<file path="src/hdl/ber_pkg.sv">
package ber_pkg;

    ////////////////////
    // Frame geometry
    ////////////////////
    localparam int CHUNK_W      = 64;
    localparam int SEG_W        = 16;
    localparam int SEG_NUM      = CHUNK_W / SEG_W;
    localparam int CHUNK_NUM    = 6;
    localparam int FRAME_BITS   = CHUNK_W * CHUNK_NUM;

    // count_done hold time for the slower decoder clock
    localparam int DONE_STRETCH = 2;

    typedef logic [CHUNK_W-1:0]                chunk_t;
    typedef logic [$clog2(SEG_W + 1)-1:0]      seg_cnt_t;
    typedef logic [$clog2(CHUNK_W + 1)-1:0]    chunk_cnt_t;
    typedef logic [$clog2(FRAME_BITS + 1)-1:0] frame_err_t;
    typedef logic [31:0]                       stat_cnt_t;

    ////////////////////
    // Register map
    ////////////////////
    typedef logic [2:0]  wb_addr_t;
    typedef logic [31:0] wb_data_t;

    localparam wb_addr_t REG_FRAMES     = 3'd0;
    localparam wb_addr_t REG_ERR_FRAMES = 3'd1;
    localparam wb_addr_t REG_BIT_ERRS   = 3'd2;
    localparam wb_addr_t REG_LAST_ERR   = 3'd3;
    localparam wb_addr_t REG_CTRL       = 3'd4;

    typedef enum logic {
        WB_IDLE,
        WB_ACK
    } wb_state_t;

endpackage

</file>
<file path="src/hdl/popcount_seg.sv">
`timescale 1ns/1ps

module popcount_seg
    import ber_pkg::*;
(
    input  logic [SEG_W-1:0] seg,
    output seg_cnt_t         count
);

    seg_cnt_t acc;

    // Plain ripple of the set bits, small enough for one cycle
    always_comb begin
        acc = '0;
        for (int i = 0; i < SEG_W; i++) begin
            acc = acc + seg_cnt_t'(seg[i]);
        end
    end

    assign count = acc;

endmodule

</file>
<file path="src/hdl/seg_sum_tree.sv">
`timescale 1ns/1ps

module seg_sum_tree
    import ber_pkg::*;
(
    input  logic                     eval_clk,
    input  logic                     rstn,
    input  seg_cnt_t [SEG_NUM-1:0]   seg_counts,
    input  logic [1:0]               tag_in,
    output chunk_cnt_t               sum,
    output logic [1:0]               tag_out
);

    chunk_cnt_t [SEG_NUM/2-1:0] pair_q;
    chunk_cnt_t                 sum_q;
    logic [1:0]                 tag_q1;
    logic [1:0]                 tag_q2;

    // Stage 1, neighbouring segments added in pairs
    always_ff @(posedge eval_clk) begin
        for (int i = 0; i < SEG_NUM / 2; i++) begin
            pair_q[i] <= chunk_cnt_t'(seg_counts[2*i]) + chunk_cnt_t'(seg_counts[2*i+1]);
        end
    end

    // Stage 2
    always_ff @(posedge eval_clk) begin
        sum_q <= pair_q[0] + pair_q[1];
    end

    // Tag follows its chunk through both stages
    always_ff @(posedge eval_clk or negedge rstn) begin
        if (!rstn) begin
            tag_q1 <= 2'b00;
            tag_q2 <= 2'b00;
        end else begin
            tag_q1 <= tag_in;
            tag_q2 <= tag_q1;
        end
    end

    assign sum     = sum_q;
    assign tag_out = tag_q2;

endmodule

</file>
<file path="src/hdl/errbit_cnt.sv">
`timescale 1ns/1ps

module errbit_cnt
    import ber_pkg::*;
(
    input  logic       eval_clk,
    input  logic       rstn,
    input  chunk_t     hard_chunk,
    input  logic       chunk_valid,
    output frame_err_t frame_err,
    output logic       err_frame,
    output logic       result_valid,
    output logic       count_done,
    output logic       busy
);

    typedef logic [$clog2(CHUNK_NUM)-1:0] chunk_idx_t;

    // Tags are {first, last}
    chunk_idx_t             chunk_pos;
    logic                   chunk_first;
    logic                   chunk_last;
    logic                   frame_start;
    chunk_t                 chunk_q;
    logic [1:0]             tag_s1;
    seg_cnt_t [SEG_NUM-1:0] seg_cnt;
    seg_cnt_t [SEG_NUM-1:0] seg_cnt_q;
    logic [1:0]             tag_s2;
    chunk_cnt_t             tree_sum;
    logic [1:0]             tag_s4;
    chunk_cnt_t             zero_cnt_q;
    logic [1:0]             tag_s5;
    frame_err_t             zero_ext;
    frame_err_t             frame_total;
    frame_err_t             acc;
    logic [DONE_STRETCH-1:0] done_sr;
    logic [1:0]             frames_open;

    ////////////////////
    // Input stage
    ////////////////////
    assign chunk_first = (chunk_pos == '0);
    assign chunk_last  = (chunk_pos == chunk_idx_t'(CHUNK_NUM - 1));
    assign frame_start = chunk_valid && chunk_first;

    always_ff @(posedge eval_clk or negedge rstn) begin
        if (!rstn) begin
            chunk_pos <= '0;
        end else if (chunk_valid) begin
            if (chunk_last) begin
                chunk_pos <= '0;
            end else begin
                chunk_pos <= chunk_pos + 1'b1;
            end
        end
    end

    // Idle cycles load all ones, which count as zero errors
    always_ff @(posedge eval_clk) begin
        chunk_q <= chunk_valid ? hard_chunk : '1;
    end

    always_ff @(posedge eval_clk or negedge rstn) begin
        if (!rstn) begin
            tag_s1 <= 2'b00;
        end else begin
            tag_s1 <= chunk_valid ? {chunk_first, chunk_last} : 2'b00;
        end
    end

    ////////////////////
    // Segment counts
    ////////////////////
    for (genvar g = 0; g < SEG_NUM; g++) begin : g_seg
        popcount_seg u_popcount (
            .seg   (chunk_q[g*SEG_W +: SEG_W]),
            .count (seg_cnt[g])
        );
    end

    always_ff @(posedge eval_clk) begin
        seg_cnt_q <= seg_cnt;
    end

    always_ff @(posedge eval_clk or negedge rstn) begin
        if (!rstn) begin
            tag_s2 <= 2'b00;
        end else begin
            tag_s2 <= tag_s1;
        end
    end

    seg_sum_tree u_tree (
        .eval_clk   (eval_clk),
        .rstn       (rstn),
        .seg_counts (seg_cnt_q),
        .tag_in     (tag_s2),
        .sum        (tree_sum),
        .tag_out    (tag_s4)
    );

    ////////////////////
    // Zero count and frame sum
    ////////////////////
    // Under all-zero BPSK a hard 0 is the error bit
    always_ff @(posedge eval_clk) begin
        zero_cnt_q <= chunk_cnt_t'(CHUNK_W) - tree_sum;
    end

    always_ff @(posedge eval_clk or negedge rstn) begin
        if (!rstn) begin
            tag_s5 <= 2'b00;
        end else begin
            tag_s5 <= tag_s4;
        end
    end

    assign zero_ext    = frame_err_t'(zero_cnt_q);
    assign frame_total = tag_s5[1] ? zero_ext : acc + zero_ext;

    always_ff @(posedge eval_clk or negedge rstn) begin
        if (!rstn) begin
            acc       <= '0;
            frame_err <= '0;
            err_frame <= 1'b0;
            done_sr   <= '0;
        end else begin
            acc     <= frame_total;
            done_sr <= {done_sr[DONE_STRETCH-2:0], tag_s5[0]};
            if (tag_s5[0]) begin
                frame_err <= frame_total;
                err_frame <= |frame_total;
            end
        end
    end

    assign result_valid = done_sr[0];
    assign count_done   = |done_sr;

    // Frames between first chunk and result, at most two
    always_ff @(posedge eval_clk or negedge rstn) begin
        if (!rstn) begin
            frames_open <= '0;
        end else if (frame_start && !tag_s5[0]) begin
            frames_open <= frames_open + 1'b1;
        end else if (!frame_start && tag_s5[0]) begin
            frames_open <= frames_open - 1'b1;
        end
    end

    assign busy = |frames_open;

endmodule

</file>
<file path="src/hdl/ber_stats.sv">
`timescale 1ns/1ps

module ber_stats
    import ber_pkg::*;
(
    input  logic       eval_clk,
    input  logic       rstn,
    input  logic       result_valid,
    input  frame_err_t frame_err,
    input  logic       err_frame,
    input  logic       stats_clear,
    output stat_cnt_t  frames,
    output stat_cnt_t  err_frames,
    output stat_cnt_t  bit_errs,
    output frame_err_t last_err
);

    logic [$bits(stat_cnt_t):0] bit_errs_sum;

    // One extra bit catches the carry for saturation
    assign bit_errs_sum = {1'b0, bit_errs}
                        + {{($bits(stat_cnt_t) + 1 - $bits(frame_err_t)){1'b0}}, frame_err};

    always_ff @(posedge eval_clk or negedge rstn) begin
        if (!rstn) begin
            frames     <= '0;
            err_frames <= '0;
            bit_errs   <= '0;
            last_err   <= '0;
        end else if (stats_clear) begin
            frames     <= '0;
            err_frames <= '0;
            bit_errs   <= '0;
            last_err   <= '0;
        end else if (result_valid) begin
            if (frames != '1) begin
                frames <= frames + 1'b1;
            end
            if (err_frame && err_frames != '1) begin
                err_frames <= err_frames + 1'b1;
            end
            if (bit_errs_sum[$bits(stat_cnt_t)]) begin
                bit_errs <= '1;
            end else begin
                bit_errs <= bit_errs_sum[$bits(stat_cnt_t)-1:0];
            end
            last_err <= frame_err;
        end
    end

endmodule

</file>
<file path="src/hdl/ber_wb_regs.sv">
`timescale 1ns/1ps

module ber_wb_regs
    import ber_pkg::*;
(
    input  logic       eval_clk,
    input  logic       rstn,
    input  logic       wb_cyc,
    input  logic       wb_stb,
    input  logic       wb_we,
    input  wb_addr_t   wb_adr,
    input  wb_data_t   wb_dat_w,
    output wb_data_t   wb_dat_r,
    output logic       wb_ack,
    input  stat_cnt_t  frames,
    input  stat_cnt_t  err_frames,
    input  stat_cnt_t  bit_errs,
    input  frame_err_t last_err,
    output logic       stats_clear
);

    wb_state_t state;
    logic      wb_req;
    logic      take_req;
    wb_data_t  rd_data;

    assign wb_req   = wb_cyc && wb_stb;
    assign take_req = (state == WB_IDLE) && wb_req;

    ////////////////////
    // Handshake FSM
    ////////////////////
    // Always back to idle after ack, so ack never repeats
    always_ff @(posedge eval_clk or negedge rstn) begin
        if (!rstn) begin
            state <= WB_IDLE;
        end else begin
            case (state)
                WB_IDLE: begin
                    if (wb_req) begin
                        state <= WB_ACK;
                    end
                end
                WB_ACK: begin
                    state <= WB_IDLE;
                end
                default: begin
                    state <= WB_IDLE;
                end
            endcase
        end
    end

    assign wb_ack = (state == WB_ACK);

    ////////////////////
    // Address decode
    ////////////////////
    always_comb begin
        case (wb_adr)
            REG_FRAMES:     rd_data = frames;
            REG_ERR_FRAMES: rd_data = err_frames;
            REG_BIT_ERRS:   rd_data = bit_errs;
            REG_LAST_ERR:   rd_data = wb_data_t'(last_err);
            default:        rd_data = '0;
        endcase
    end

    // Loaded on entry to WB_ACK, so both are valid in the ack cycle
    always_ff @(posedge eval_clk or negedge rstn) begin
        if (!rstn) begin
            wb_dat_r    <= '0;
            stats_clear <= 1'b0;
        end else begin
            stats_clear <= take_req && wb_we && (wb_adr == REG_CTRL) && wb_dat_w[0];
            if (take_req && !wb_we) begin
                wb_dat_r <= rd_data;
            end
        end
    end

endmodule

</file>
<file path="src/hdl/ber_eval_top.sv">
`timescale 1ns/1ps

module ber_eval_top
    import ber_pkg::*;
(
    input  logic       eval_clk,
    input  logic       rstn,
    input  chunk_t     hard_chunk,
    input  logic       chunk_valid,
    output frame_err_t frame_err,
    output logic       err_frame,
    output logic       count_done,
    output logic       busy,
    input  logic       wb_cyc,
    input  logic       wb_stb,
    input  logic       wb_we,
    input  wb_addr_t   wb_adr,
    input  wb_data_t   wb_dat_w,
    output wb_data_t   wb_dat_r,
    output logic       wb_ack
);

    logic       result_valid;
    logic       stats_clear;
    stat_cnt_t  frames;
    stat_cnt_t  err_frames;
    stat_cnt_t  bit_errs;
    frame_err_t last_err;

    errbit_cnt u_errbit_cnt (
        .eval_clk     (eval_clk),
        .rstn         (rstn),
        .hard_chunk   (hard_chunk),
        .chunk_valid  (chunk_valid),
        .frame_err    (frame_err),
        .err_frame    (err_frame),
        .result_valid (result_valid),
        .count_done   (count_done),
        .busy         (busy)
    );

    ber_stats u_stats (
        .eval_clk     (eval_clk),
        .rstn         (rstn),
        .result_valid (result_valid),
        .frame_err    (frame_err),
        .err_frame    (err_frame),
        .stats_clear  (stats_clear),
        .frames       (frames),
        .err_frames   (err_frames),
        .bit_errs     (bit_errs),
        .last_err     (last_err)
    );

    ber_wb_regs u_wb_regs (
        .eval_clk    (eval_clk),
        .rstn        (rstn),
        .wb_cyc      (wb_cyc),
        .wb_stb      (wb_stb),
        .wb_we       (wb_we),
        .wb_adr      (wb_adr),
        .wb_dat_w    (wb_dat_w),
        .wb_dat_r    (wb_dat_r),
        .wb_ack      (wb_ack),
        .frames      (frames),
        .err_frames  (err_frames),
        .bit_errs    (bit_errs),
        .last_err    (last_err),
        .stats_clear (stats_clear)
    );

endmodule

</file>
<file path="config.mk">
export PLATFORM = sky130hd
export DESIGN_NAME = ber_eval_top
export DESIGN_NICKNAME = d
export VERILOG_FILES = /design/src/hdl/ber_pkg.sv /design/src/hdl/popcount_seg.sv /design/src/hdl/seg_sum_tree.sv /design/src/hdl/errbit_cnt.sv /design/src/hdl/ber_stats.sv /design/src/hdl/ber_wb_regs.sv /design/src/hdl/ber_eval_top.sv
export SDC_FILE = /design/constraint.sdc
export NUM_CORES = 1
export LEC_CHECK = 0
export BUFFER_PORTS_ARGS = -buffer_cell sky130_fd_sc_hd__buf_4
export CORE_MARGIN = 5
export CORE_UTILIZATION = 58
export CTS_CLUSTER_SIZE = 20
export DETAILED_ROUTE_END_ITERATION = 6
export GPL_ROUTABILITY_DRIVEN = 1
export PLACE_DENSITY = 0.89
export SYNTH_ARGS = -nofsm -noshare
export SYNTH_HDL_FRONTEND = slang
export SYNTH_SLANG_ARGS = --single-unit
</file>
<file path="constraint.sdc">
create_clock -name eval_clk -period 3.7 [get_ports eval_clk]
set_input_delay 0.555 -clock eval_clk [delete_from_list [all_inputs] [get_ports eval_clk]]
set_output_delay 0.555 -clock eval_clk [all_outputs]
set_load 0.005 [all_outputs]
</file>
After elaboration in Yosys (flattened, before gate mapping) --
Index checks and enable logic that the tools add are counted.
Storage, ports and cells: register bits 286, bits in latches 0, memory bits (writable) 0, bits in read-only memories 0, input port bits 105, output and inout port bits 45, logic and storage cells 149, memories 0
Operators by class: $add $sub $neg 71, $mul 0, div/mod/pow operators 0, magnitude comparators 0, equality and inequality tests 7, shift operators 0, muxes and demuxes 19, bitwise operators 1, reductions and logical operators 24
Operators with widths (count):
- two-way mux 32 bit | 9
- adder 5 x 1 -> 5 bit | 44
- one-hot mux 32 bit (4 select lines) | 1
- adder 32 x 1 -> 32 bit (second input constant) | 2
- != test 32 bit (second input constant) | 2
- adder 32 x 9 -> 33 bit | 1
- two-way mux 9 bit | 3
- adder 4 x 1 -> 5 bit | 4
- adder 3 x 1 -> 4 bit | 4
- adder 2 x 1 -> 3 bit | 4
- adder 5 x 5 -> 6 bit | 2
- logical AND 1 bit | 10
- adder 9 x 7 -> 9 bit | 1
- OR reduction 9 bit | 1
- adder 1 x 1 -> 2 bit | 4
- nonzero test 2 bit | 4
- adder 7 x 6 -> 7 bit | 1
- subtractor 7 bit (first input constant) | 1
- equality test 3 x 2 -> 1 bit (second input constant) | 2
- equality test 3 bit (second input constant) | 2
- zero test 3 bit | 2
- two-way mux 2 bit | 3
- AND reduction 2 bit | 2
- OR reduction 2 bit | 2
- 9 further kinds | 11

Longest topological paths before layout --
Gate-level depths: netlist of run 1.
depth after elaboration 15, gate-level depth with buffers 12, depth with buffers taken out 12

By module --
From an unflattened synthesis of run 1, not the netlist that was laid out.
Second synthesis, totals: cells, all modules 1334, area total of the unflattened synthesis 14207.4 µm²
By module, submodules not included:
- ber_stats | instances 1, cells each 623, area each 5785.5 µm², seq. area each 2627.5 µm²
- errbit_cnt | instances 1, cells each 314, area each 3911.3 µm², seq. area each 2622.5 µm²
- ber_wb_regs | instances 1, cells each 148, area each 1926.8 µm², seq. area each 850.8 µm²
- popcount_seg | instances 4, cells each 41, area each 385.4 µm², seq. area each 0.0 µm²
- seg_sum_tree | instances 1, cells each 85, area each 1042.2 µm², seq. area each 480.5 µm²

Worst setup path before layout of run 1 --
OpenSTA, ideal clock, no wires.
kind register -> register, start reg u_errbit_cnt.chunk_q[48], end reg u_errbit_cnt.seg_cnt_q[19] (netlist name), library setup time 115 ps, arrival time 3081 ps, required time 3585 ps, path slack 503 ps, cell stages (with the launch flop) 11, buffers on the path 0, clock period less this slack 3197 ps, cells stage by stage dfxtp_1 inv_1 fa_1 fa_1 fa_1 fa_1 inv_1 ha_1 fa_1 a21oi_1 nor2b_1
Between the ends: longest elaborated chain between the ends 15
RTL lines:
- start: declaration | line errbit_cnt.sv:24 | chunk_t chunk_q;
- start signal: assignment | line errbit_cnt.sv:60 | chunk_q <= chunk_valid ? hard_chunk : '1;
- adder 1 x 1 -> 2 bit | line popcount_seg.sv:16 | acc = acc + seg_cnt_t'(seg[i]);
- adder 2 x 1 -> 3 bit | line popcount_seg.sv:16
- adder 3 x 1 -> 4 bit | line popcount_seg.sv:16
- adder 4 x 1 -> 5 bit | line popcount_seg.sv:16
- adder 5 x 1 -> 5 bit (11 in series) | line popcount_seg.sv:16
- via u_errbit_cnt.g_seg[3].u_popcount.count[4] | line popcount_seg.sv:7 | output seg_cnt_t count
- end signal: assignment | line errbit_cnt.sv:82 | seg_cnt_q <= seg_cnt;
- end: declaration | line errbit_cnt.sv:27 | seg_cnt_t [SEG_NUM-1:0] seg_cnt_q;
The timed path passes the listed nets, and every way through them passes these cells. A chain may end at the register's enable or synchronous reset.

Final worst setup path of run 1 --
start reg u_errbit_cnt.chunk_q[32], end reg u_errbit_cnt.seg_cnt_q[14] (netlist name)
Between the ends: longest elaborated chain between the ends 15
RTL lines (line):
- adder 1 x 1 -> 2 bit | popcount_seg.sv:16
- adder 2 x 1 -> 3 bit | popcount_seg.sv:16
- adder 3 x 1 -> 4 bit | popcount_seg.sv:16
- adder 4 x 1 -> 5 bit | popcount_seg.sv:16
- adder 5 x 1 -> 5 bit (11 in series) | popcount_seg.sv:16
- via u_errbit_cnt.g_seg[2].u_popcount.count[4] | popcount_seg.sv:7
The timed path passes the listed nets, and every way through them passes these cells.

==> out/qor.yml, run 1 <==
area_growth_pct: 16.0
postCtsHoldBufs: 0
antenna_cells: 0
cp-start-kind: "flip-flop"
synth_edf_count: 0
seq_area_um2: 6580
worstPathCellList: "inv_1 -> fa_1 -> fa_1 -> fa_1 -> fa_1 -> inv_1 -> ha_1 -> inv_1 -> fa_1 -> nor2b_1 -> o21a_1"
final_cell_mix: "dfrtp_1, inv_1, buf_4, dfxtp_1, nor2_1"
first_pass_iters: 7
place_hpwl_um: 22300
synth_top_cell_by_area: "dfrtp_1"
crit_path_max_incr_delay_ns: 0.56
path_max_fanout: 2
fin_skew_ns: 0.0181
cts_buffer_depth: 3
max_freq_mhz: 291
post_drt_wl_per_cell_um: 17.4
min_path_type: "input pin to async pin"
rows: 57
layout.cells.non_filler: 1824
die_y_um: 166
dp_cells: 1773
synth-main-ff-cell: "dfrtp_1"
place.port_buffers: 118
required_ns: 4.20
multi_input_area_um2: 6830
cts_buffers: 30
finalSetupViolCount: 0
coreArea_um2: 24200
grt_util_met1: 0.312
period_needed_ns: 3.44
place_congestion: 0.964
postCtsSetupBuffers: 0
grt-ovfl-total: 0
tns_ns: 0
final_max_slew_viol_count: 0
clock_latency_ns: 0.55
syn_avg_cell_area_um2: 10.3
grt_pass1_vias: 10900
hold_viol_final: 0
grt_util_met2: 0.401
status: "complete, no violations"
route.detailed.drc: 0
die_area_um2: 27600
ys_seq_area_frac: 0.466
track_usage: 0.234
cap_violations: 0
rsz0062_at_grt: "false"
crit_slowest_cell: "fa_1"
worstMarginPinSlew_ns: 1.18
grt_max_degree: 76
ys_warn_count: 0
synthCells: 1367
grt_pass1_wl_um: 54300
h-tree-depth: 1
fillers: 1662
antenna_left: 0
pin_count: 150
crit_family: "adder cells"
top_usage_layer: "met2"
drt_iter0_drc: 915
worst-endpoint-arrival_ns: 3.94
initial_core_util: 0.584
power_mw: 11.3
critical_path_buf_inv_count: 3
synthTopCellsByArea: "dfrtp_1, dfxtp_1, fa_1, ha_1, inv_1"
grt_use_met3: 0.0333
cp-end-kind: "flip-flop"
cts_tree: "yes"
post_route_cells_drive_above_1_share: 0.150
route.vias.total: 10500
cp_common_cell: "fa_1"
drt_wl_total_um: 31800
synth_fp_nets: 1573
clock-sinks: 285
synth.distinct_cells: 65
power_density_nw_per_um2: 689
antenna_found_initial: 0
synth_area_um2: 14100
maxSlewHeadroom: 0.213
final.period_utilization: 0.929
synth-seq-cells: 285
async_flop_share: 0.614
synth_top_area_share: 0.310
root_buffer: "clkbuf_16"
cts_resized: 0
layout_commonest_cell: "dfrtp_1"
critical_path_class: "flip-flop to flip-flop"
path_clk_slew_ns: 0.06
peakVddDrop_v: 0.000488
layout.nets: 1687
p_leak_nw: 7.74
vias_per_cell: 5.78
die_x_um: 166
[synthesized netlist by cell type, drive strengths merged, types with 45 or more instances]
| cell | n |
|---|---|
| a21oi | 64 |
| clkbuf | 45 |
| dfrtp | 175 |
| dfxtp | 110 |
| fa | 45 |
| ha | 56 |
| inv | 136 |
| nand2 | 72 |
| nand2b | 70 |
| nor2 | 92 |
| o21ai | 54 |
| xnor2 | 47 |
[cell families after synthesis]
group,after synthesis,share of synthesized area
AO/OA/AOI/OAI,238,0.113
XOR/XNOR,77,0.0477
adder cells (fa/ha/maj),101,0.113
buffers and inverters,189,0.0511
flip-flops,285,0.466
multiplexers,54,0.0471
AND/OR/NAND/NOR,423,0.162
[routing by layer]
layer  vias to the layer above  wire length (um)
met3                        78              2110
met5                         -                 0
met4                         0               939
li1                       4920                 -
met2                       404             15800
met1                      5140             13000
[layout make-up]
| class | count | area share |
|---|---|---|
| flip-flops and latches | 285 | 0.402 |
| clock inverters | 14 | 0.0104 |
| clock buffers | 37 | 0.0525 |
| well taps | 324 | 0.0247 |
| inverters | 136 | 0.0312 |
| repair buffers | 135 | 0.0629 |
| multi-input cells | 893 | 0.417 |
[path summary, 6_finish.rpt]
path	start	end	slack, ns	depth (start not counted)
worst max-delay path	u_errbit_cnt.chunk_q[32]	u_errbit_cnt.seg_cnt_q[14]	0.26	11
worst min-delay path	rstn	u_stats.err_frames[26]	0.02	1
worst max register to register	u_errbit_cnt.chunk_q[32]	u_errbit_cnt.seg_cnt_q[14]	0.26	11
worst min register to register	u_errbit_cnt.tag_s1[1]	u_errbit_cnt.tag_s2[1]	0.35	0
max in group asynchronous	rstn	u_wb_regs.wb_dat_r[18]	2.72	2
min in group eval_clk	hard_chunk[49]	u_errbit_cnt.chunk_q[49]	0.18	2
[sequential cells by signal (all words and copies together), names as in the netlist, 3 cells and up]
register / cells
u_errbit_cnt.chunk_q: 64
u_stats.bit_errs: 32
u_stats.err_frames: 32
u_stats.frames: 32
u_wb_regs.wb_dat_r: 32
u_errbit_cnt.seg_cnt_q: 20
u_errbit_cnt.u_tree.pair_q: 12
u_errbit_cnt.acc: 9
u_errbit_cnt.frame_err: 9
u_stats.last_err: 9
u_errbit_cnt.u_tree.sum: 7
u_errbit_cnt.zero_cnt_q: 7
u_errbit_cnt.chunk_pos: 3
[per-stage QoR]
stage	setup WS, ns	hold WS (ns)	cell area [um2]	util
global placement	0.433	0.333	15400	0.635
finish	0.261	0.0243	16400	0.678
detailed placement	0.322	0.337	15400	0.635
CTS	0.276	0.0446	16400	0.678
floorplan	0.503	0.259	14100	-
global route	0.135	0.0935	16400	0.678
[report_power, final]
part | internal, mW | leakage, nW | switching, mW | total, mW
sequential | 3.75 | 3.27 | 0.478 | 4.23
clock | 1.85 | 0.512 | 1.23 | 3.09
combinational | 1.88 | 3.96 | 2.10 | 3.98
total | 7.48 | 7.74 | 3.81 | 11.3
Power figures use the tool's default switching activity.
==> inputs of run 2 (changes only) <==
--- a/config.mk
+++ b/config.mk
@@ -11,7 +11,8 @@
 export CTS_CLUSTER_SIZE = 20
 export DETAILED_ROUTE_END_ITERATION = 6
 export GPL_ROUTABILITY_DRIVEN = 1
-export PLACE_DENSITY = 0.89
+export PLACE_DENSITY_LB_ADDON = 0.25
+export RECOVER_POWER = 25
 export SYNTH_ARGS = -nofsm -noshare
 export SYNTH_HDL_FRONTEND = slang
 export SYNTH_SLANG_ARGS = --single-unit
==> out/qor.yml, run 2 (synthesized netlist as in run 1, its figures left out) <==
largest_reg_flops: 64  # unchanged
final_cell_mix: "dfrtp_1, inv_1, buf_4, dfxtp_1, nor2_1"  # unchanged
grt_pass1_vias: 10400  # was 10900
drt_iter0_drc: 644  # was 915
coreArea_um2: 24200  # unchanged
antenna_left: 0  # unchanged
layout_commonest_cell: "dfrtp_1"  # unchanged
post_route_cells_drive_above_1_share: 0.150  # about the same
rsz0062_at_grt: "false"  # unchanged
die_x_um: 166  # unchanged
pin_count: 150  # unchanged
vias_per_cell: 5.60  # was 5.78
cp-start-kind: "flip-flop"  # unchanged
hold_viol_final: 0  # unchanged
clock_latency_ns: 0.54  # was 0.55 ns
first_pass_iters: 5  # was 7
period_needed_ns: 3.34  # was 3.44 ns
cts_tree: "yes"  # unchanged
status: "finished, violations left"  # was complete, no violations
cts_buffer_depth: 3  # unchanged
layout.nets: 1685  # was 1687
grt_pass1_wl_um: 50100  # was 54300 um
path_max_fanout: 2  # unchanged
clock-sinks: 285  # unchanged
cap_violations: 2  # was 0
peakVddDrop_v: 0.000423  # was 0.000488 V
p_leak_nw: 7.73  # was 7.74 nW
min_path_type: "input pin to flip-flop"  # was input pin to async pin
cts_buffers: 29  # was 30
critical_path_class: "flip-flop to flip-flop"  # unchanged
grt_max_degree: 80  # was 76
postCtsHoldBufs: 0  # unchanged
die_area_um2: 27600  # unchanged
pre_cts_slack_ns: 0.348  # was 0.322 ns
required_ns: 4.14  # was 4.20 ns
track_usage: 0.213  # was 0.234
postCtsSetupBuffers: 0  # unchanged
route.vias.total: 10200  # was 10500
place_hpwl_um: 21400  # was 22300 um
final.period_utilization: 0.903  # was 0.929
tns_ns: 0  # unchanged
place_congestion: 0.844  # was 0.964
antenna_found_initial: 0  # unchanged
worst-endpoint-arrival_ns: 3.78  # was 3.94 ns
worst_slack_ns: 0.360  # was 0.261 ns
cp-end-kind: "flip-flop"  # unchanged
power_density_nw_per_um2: 679  # was 689 nW/um2
area_growth_pct: 15.8  # was 16.0%
fin_skew_ns: 0.00917  # was 0.0181 ns
path_clk_slew_ns: 0.07  # was 0.06 ns
final_max_slew_viol_count: 148  # was 0
drt_wl_total_um: 29300  # was 31800 um
maxSlewHeadroom: -0.739  # was 0.213
h-tree-depth: 1  # unchanged
final_util: 0.677  # was 0.678
antenna_cells: 0  # unchanged
root_buffer: "clkbuf_16"  # unchanged
violations: "capacitance limit, slew limit"
worstMarginPinSlew_ns: 2.61  # was 1.18 ns
initial_core_util: 0.584  # unchanged
fillers: 1790  # was 1662
finalSetupViolCount: 0  # unchanged
top_register: "u_errbit_cnt.chunk_q"  # unchanged
place.port_buffers: 118  # unchanged
grt-ovfl-total: 0  # unchanged
die_y_um: 166  # unchanged
max_freq_mhz: 299  # was 291 MHz
rows: 57  # unchanged
route.detailed.drc: 0  # unchanged
post_drt_wl_per_cell_um: 16.1  # was 17.4 um
cts_resized: 0  # unchanged
-- run 2: changes by cell type in the layout (fill, tap and decap cells not counted), sizes merged --
cell / previous run / this run
inv: 138 / 139
clkinv: 8 / 10
clkbuf: 37 / 39
buf: 135 / 132
-- run 2: per-stage QoR --
stage / cell area (um2) / cells / hold slack, ns / power [mW]
CTS: 16400 / 1826 / 0.0698 / 11.2
detailed placement: 15300 / 1772 / 0.335 / 8.10
floorplan: 14100 / 1367 / 0.259 / 7.02
global placement: 15300 / 1772 / 0.332 / 7.88
finish: 16400 / 1826 / 0.184 / 11.1
global route: 16400 / 1826 / 0.170 / 11.9
-- run 2: final timing paths --
kind | start | end | slack, ns | cells past startpoint
min | hard_chunk[47] | u_errbit_cnt.chunk_q[47] | 0.18 | 2
max in group asynchronous | rstn | u_stats.frames[11] | 1.83 | 2
min reg2reg | u_errbit_cnt.tag_s1[0] | u_errbit_cnt.tag_s2[0] | 0.34 | 0
min in group asynchronous | rstn | u_stats.last_err[0] | 0.59 | 1
max reg2reg | u_errbit_cnt.chunk_q[48] | u_errbit_cnt.seg_cnt_q[19] | 0.36 | 10
max | u_errbit_cnt.chunk_q[48] | u_errbit_cnt.seg_cnt_q[19] | 0.36 | 10
-- run 2: cell type report --
type | count | area (um2) | share of cell area
clock buffer | 37 | 848 | 0.0519
clock inverter | 17 | 174 | 0.0106
inverter | 136 | 510 | 0.0312
multi-input combinational | 893 | 6830 | 0.417
sequential | 285 | 6580 | 0.402
tap | 324 | 405 | 0.0248
timing repair buffer | 134 | 1010 | 0.0619
-- run 2: critical path, stage by stage (launching register included) --
cell     delay, ns
dfxtp_1       0.31
inv_1         0.05
fa_1          0.57
fa_1          0.45
fa_1          0.49
fa_1          0.49
inv_1         0.05
ha_1          0.20
fa_1          0.41
a21oi_1       0.16
nor2b_1       0.06
-- run 2: power by group --
group,switching (mW),internal (mW)
Sequential,0.461,3.75
Combinational,1.98,1.84
Clock,1.23,1.83
Total,3.68,7.43
-- run 2: routing by layer --
layer | wire length [um] | part of all wire | up-vias | track usage
li1 | - | - | 4935 | -
met4 | 847 | 0.029 | 0 | 0.0664
met2 | 14300 | 0.49 | 299 | 0.361
met1 | 12400 | 0.42 | 4924 | 0.285
met5 | 0 | 0 | - | 0
met3 | 1810 | 0.062 | 60 | 0.0343
==> inputs of run 3 (changes only) <==
--- a/config.mk
+++ b/config.mk
@@ -5,11 +5,11 @@
 export SDC_FILE = /design/constraint.sdc
 export NUM_CORES = 1
 export LEC_CHECK = 0
-export BUFFER_PORTS_ARGS = -buffer_cell sky130_fd_sc_hd__buf_4
 export CORE_MARGIN = 5
 export CORE_UTILIZATION = 58
 export CTS_CLUSTER_SIZE = 20
 export DETAILED_ROUTE_END_ITERATION = 6
+export DONT_BUFFER_PORTS = 1
 export GPL_ROUTABILITY_DRIVEN = 1
 export PLACE_DENSITY_LB_ADDON = 0.25
 export RECOVER_POWER = 25
==> out/qor.yml, run 3 (synthesized netlist as in run 1, its figures left out) <==
critical_path_class: "flip-flop to flip-flop"  # unchanged
final_cell_mix: "dfrtp_1, inv_1, dfxtp_1, nor2_1, nand2_1"  # was dfrtp_1, inv_1, buf_4, dfxtp_1, nor2_1
antenna_left: 0  # unchanged
cts_buffer_depth: 3  # unchanged
final.period_utilization: 0.893  # was 0.903
coreArea_um2: 24200  # unchanged
initial_core_util: 0.584  # unchanged
die_area_um2: 27600  # unchanged
postCtsSetupBuffers: 0  # unchanged
status: "finished, violations left"  # unchanged
drt_iter0_drc: 800  # was 644
fin_skew_ns: 0.00754  # was 0.00917 ns
multi_input_area_um2: 6830  # unchanged
pin_count: 150  # unchanged
first_pass_iters: 5  # unchanged
p_sw_frac: 0.324  # was 0.331
die_y_um: 166  # unchanged
path_clk_slew_ns: 0.06  # was 0.07 ns
max_freq_mhz: 302  # was 299 MHz
route.vias.total: 9737  # was 10200
place.port_buffers: 0  # was 118
path_max_fanout: 2  # unchanged
tns_ns: 0  # unchanged
p_seq_frac: 0.384  # was 0.379
cap_violations: 0  # was 2
layout_commonest_cell: "dfrtp_1"  # unchanged
worstMarginPinSlew_ns: 1.13  # was 2.61 ns
top_layer: "met4"  # unchanged
final_util: 0.641  # was 0.677
worst-endpoint-arrival_ns: 3.79  # was 3.78 ns
antenna_found_initial: 2  # was 0
required_ns: 4.18  # was 4.14 ns
peakVddDrop_v: 0.000494  # was 0.000423 V
fillers: 1940  # was 1790
p_leak_nw: 7.15  # was 7.73 nW
route.detailed.drc: 0  # unchanged
combPwrFrac: 0.325  # was 0.345
place_congestion: 0.885  # was 0.844
largest_reg_flops: 64  # unchanged
cts_tree: "yes"  # unchanged
finalSetupViolCount: 0  # unchanged
rows: 57  # unchanged
maxSlewHeadroom: 0.246  # was -0.739
p_clk_frac: 0.291  # was 0.276
seq_area_um2: 6580  # unchanged
cts_buffers: 30  # was 29
period_needed_ns: 3.31  # was 3.34 ns
rsz0062_at_grt: "false"  # unchanged
violations: "hold timing"  # was capacitance limit, slew limit
post_drt_wl_per_cell_um: 16.8  # was 16.1 um
wl_met1_um: 12100  # was 12400 um
drt_wl_total_um: 28700  # was 29300 um
grt_pass1_vias: 9838  # was 10400
area_growth_pct: 9.76  # was 15.8%
min_path_type: "input pin to async pin"  # was input pin to flip-flop
hold_slack_ns: -0.297  # was 0.184 ns
power.switching_mw: 3.57  # was 3.68 mW
power_mw: 11.0  # was 11.1 mW
top_register: "u_errbit_cnt.chunk_q"  # unchanged
power_density_nw_per_um2: 711  # was 679 nW/um2
cp-start-kind: "flip-flop"  # unchanged
place_hpwl_um: 20400  # was 21400 um
vias_per_cell: 5.70  # was 5.60
clock-sinks: 285  # unchanged
root_buffer: "clkbuf_16"  # unchanged
track_usage: 0.209  # was 0.213
grt-ovfl-total: 0  # unchanged
layout.nets: 1564  # was 1685
h-tree-depth: 1  # unchanged
final_max_slew_viol_count: 0  # was 148
clock_latency_ns: 0.54  # about the same
post_route_cells_drive_above_1_share: 0.0746  # was 0.150
grt_max_degree: 176  # was 80
cts_resized: 0  # unchanged
dr_wl_met3_um: 1580  # was 1810 um
power.internal_mw: 7.46  # was 7.43 mW
hold_viol_final: 175  # was 0
cp-end-kind: "flip-flop"  # unchanged
met2_length_um: 14000  # was 14300 um
die_x_um: 166  # unchanged
grt_pass1_wl_um: 48800  # was 50100 um
==> run 3: cell type report <==
| class | instances | share of cell area |
|---|---|---|
| Multi-Input combinational cell | 893 | 0.440 |
| Timing Repair Buffer | 12 | 0.00581 |
| Sequential cell | 285 | 0.425 |
| Clock inverter | 12 | 0.0105 |
| Antenna cell | 2 | 0.000323 |
| Inverter | 136 | 0.0329 |
| Clock buffer | 43 | 0.0596 |
| Tap cell | 324 | 0.0261 |
==> run 3: metrics by stage <==
stage / cells / cell area [um2] / setup slack (ns)
floorplan: 1367 / 14100 / 0.503
global placement: 1650 / 14400 / 0.418
detailed placement: 1650 / 14400 / 0.364
CTS: 1705 / 15500 / 0.351
global route: 1707 / 15500 / 0.224
finish: 1707 / 15500 / 0.394
==> run 3: metal layers <==
| layer | up-vias | global-route usage |
|---|---|---|
| met1 | 4694 | 0.276 |
| met4 | 0 | 0.0728 |
| met2 | 286 | 0.349 |
| met3 | 66 | 0.0390 |
| li1 | 4691 | - |
| met5 | - | 0 |
==> run 3: critical path, cell delays in order (launching register included) <==
cell and delay, ns:
dfxtp_1 0.30, inv_1 0.05, fa_1 0.55, fa_1 0.44, fa_1 0.55, fa_1 0.41, inv_1 0.06, ha_1 0.17
inv_1 0.06, fa_1 0.41, nor2b_1 0.13, o21a_1 0.12
==> run 3: path summary, 6_finish.rpt <==
kind	from	endpoint	slack [ns]	cells past startpoint
worst max-delay path	u_errbit_cnt.chunk_q[16]	u_errbit_cnt.seg_cnt_q[9]	0.39	11
worst min-delay path	rstn	u_stats.bit_errs[4]	-0.30	0
worst max register to register	u_errbit_cnt.chunk_q[16]	u_errbit_cnt.seg_cnt_q[9]	0.39	11
worst min register to register	u_errbit_cnt.tag_s1[0]	u_errbit_cnt.tag_s2[0]	0.35	0
max in group asynchronous	rstn	u_stats.bit_errs[20]	3.74	0
min in group eval_clk	chunk_valid	u_errbit_cnt.chunk_q[17]	0.09	1
==> run 3: power groups by stage <==
stage	logic, mW	registers (mW)	clock network, mW
detailed placement	3.58	4.30	0
floorplan	2.93	4.09	0
CTS	3.63	4.25	3.28
global placement	3.37	4.28	0
finish	3.59	4.24	3.20
global route	4.11	4.32	3.43
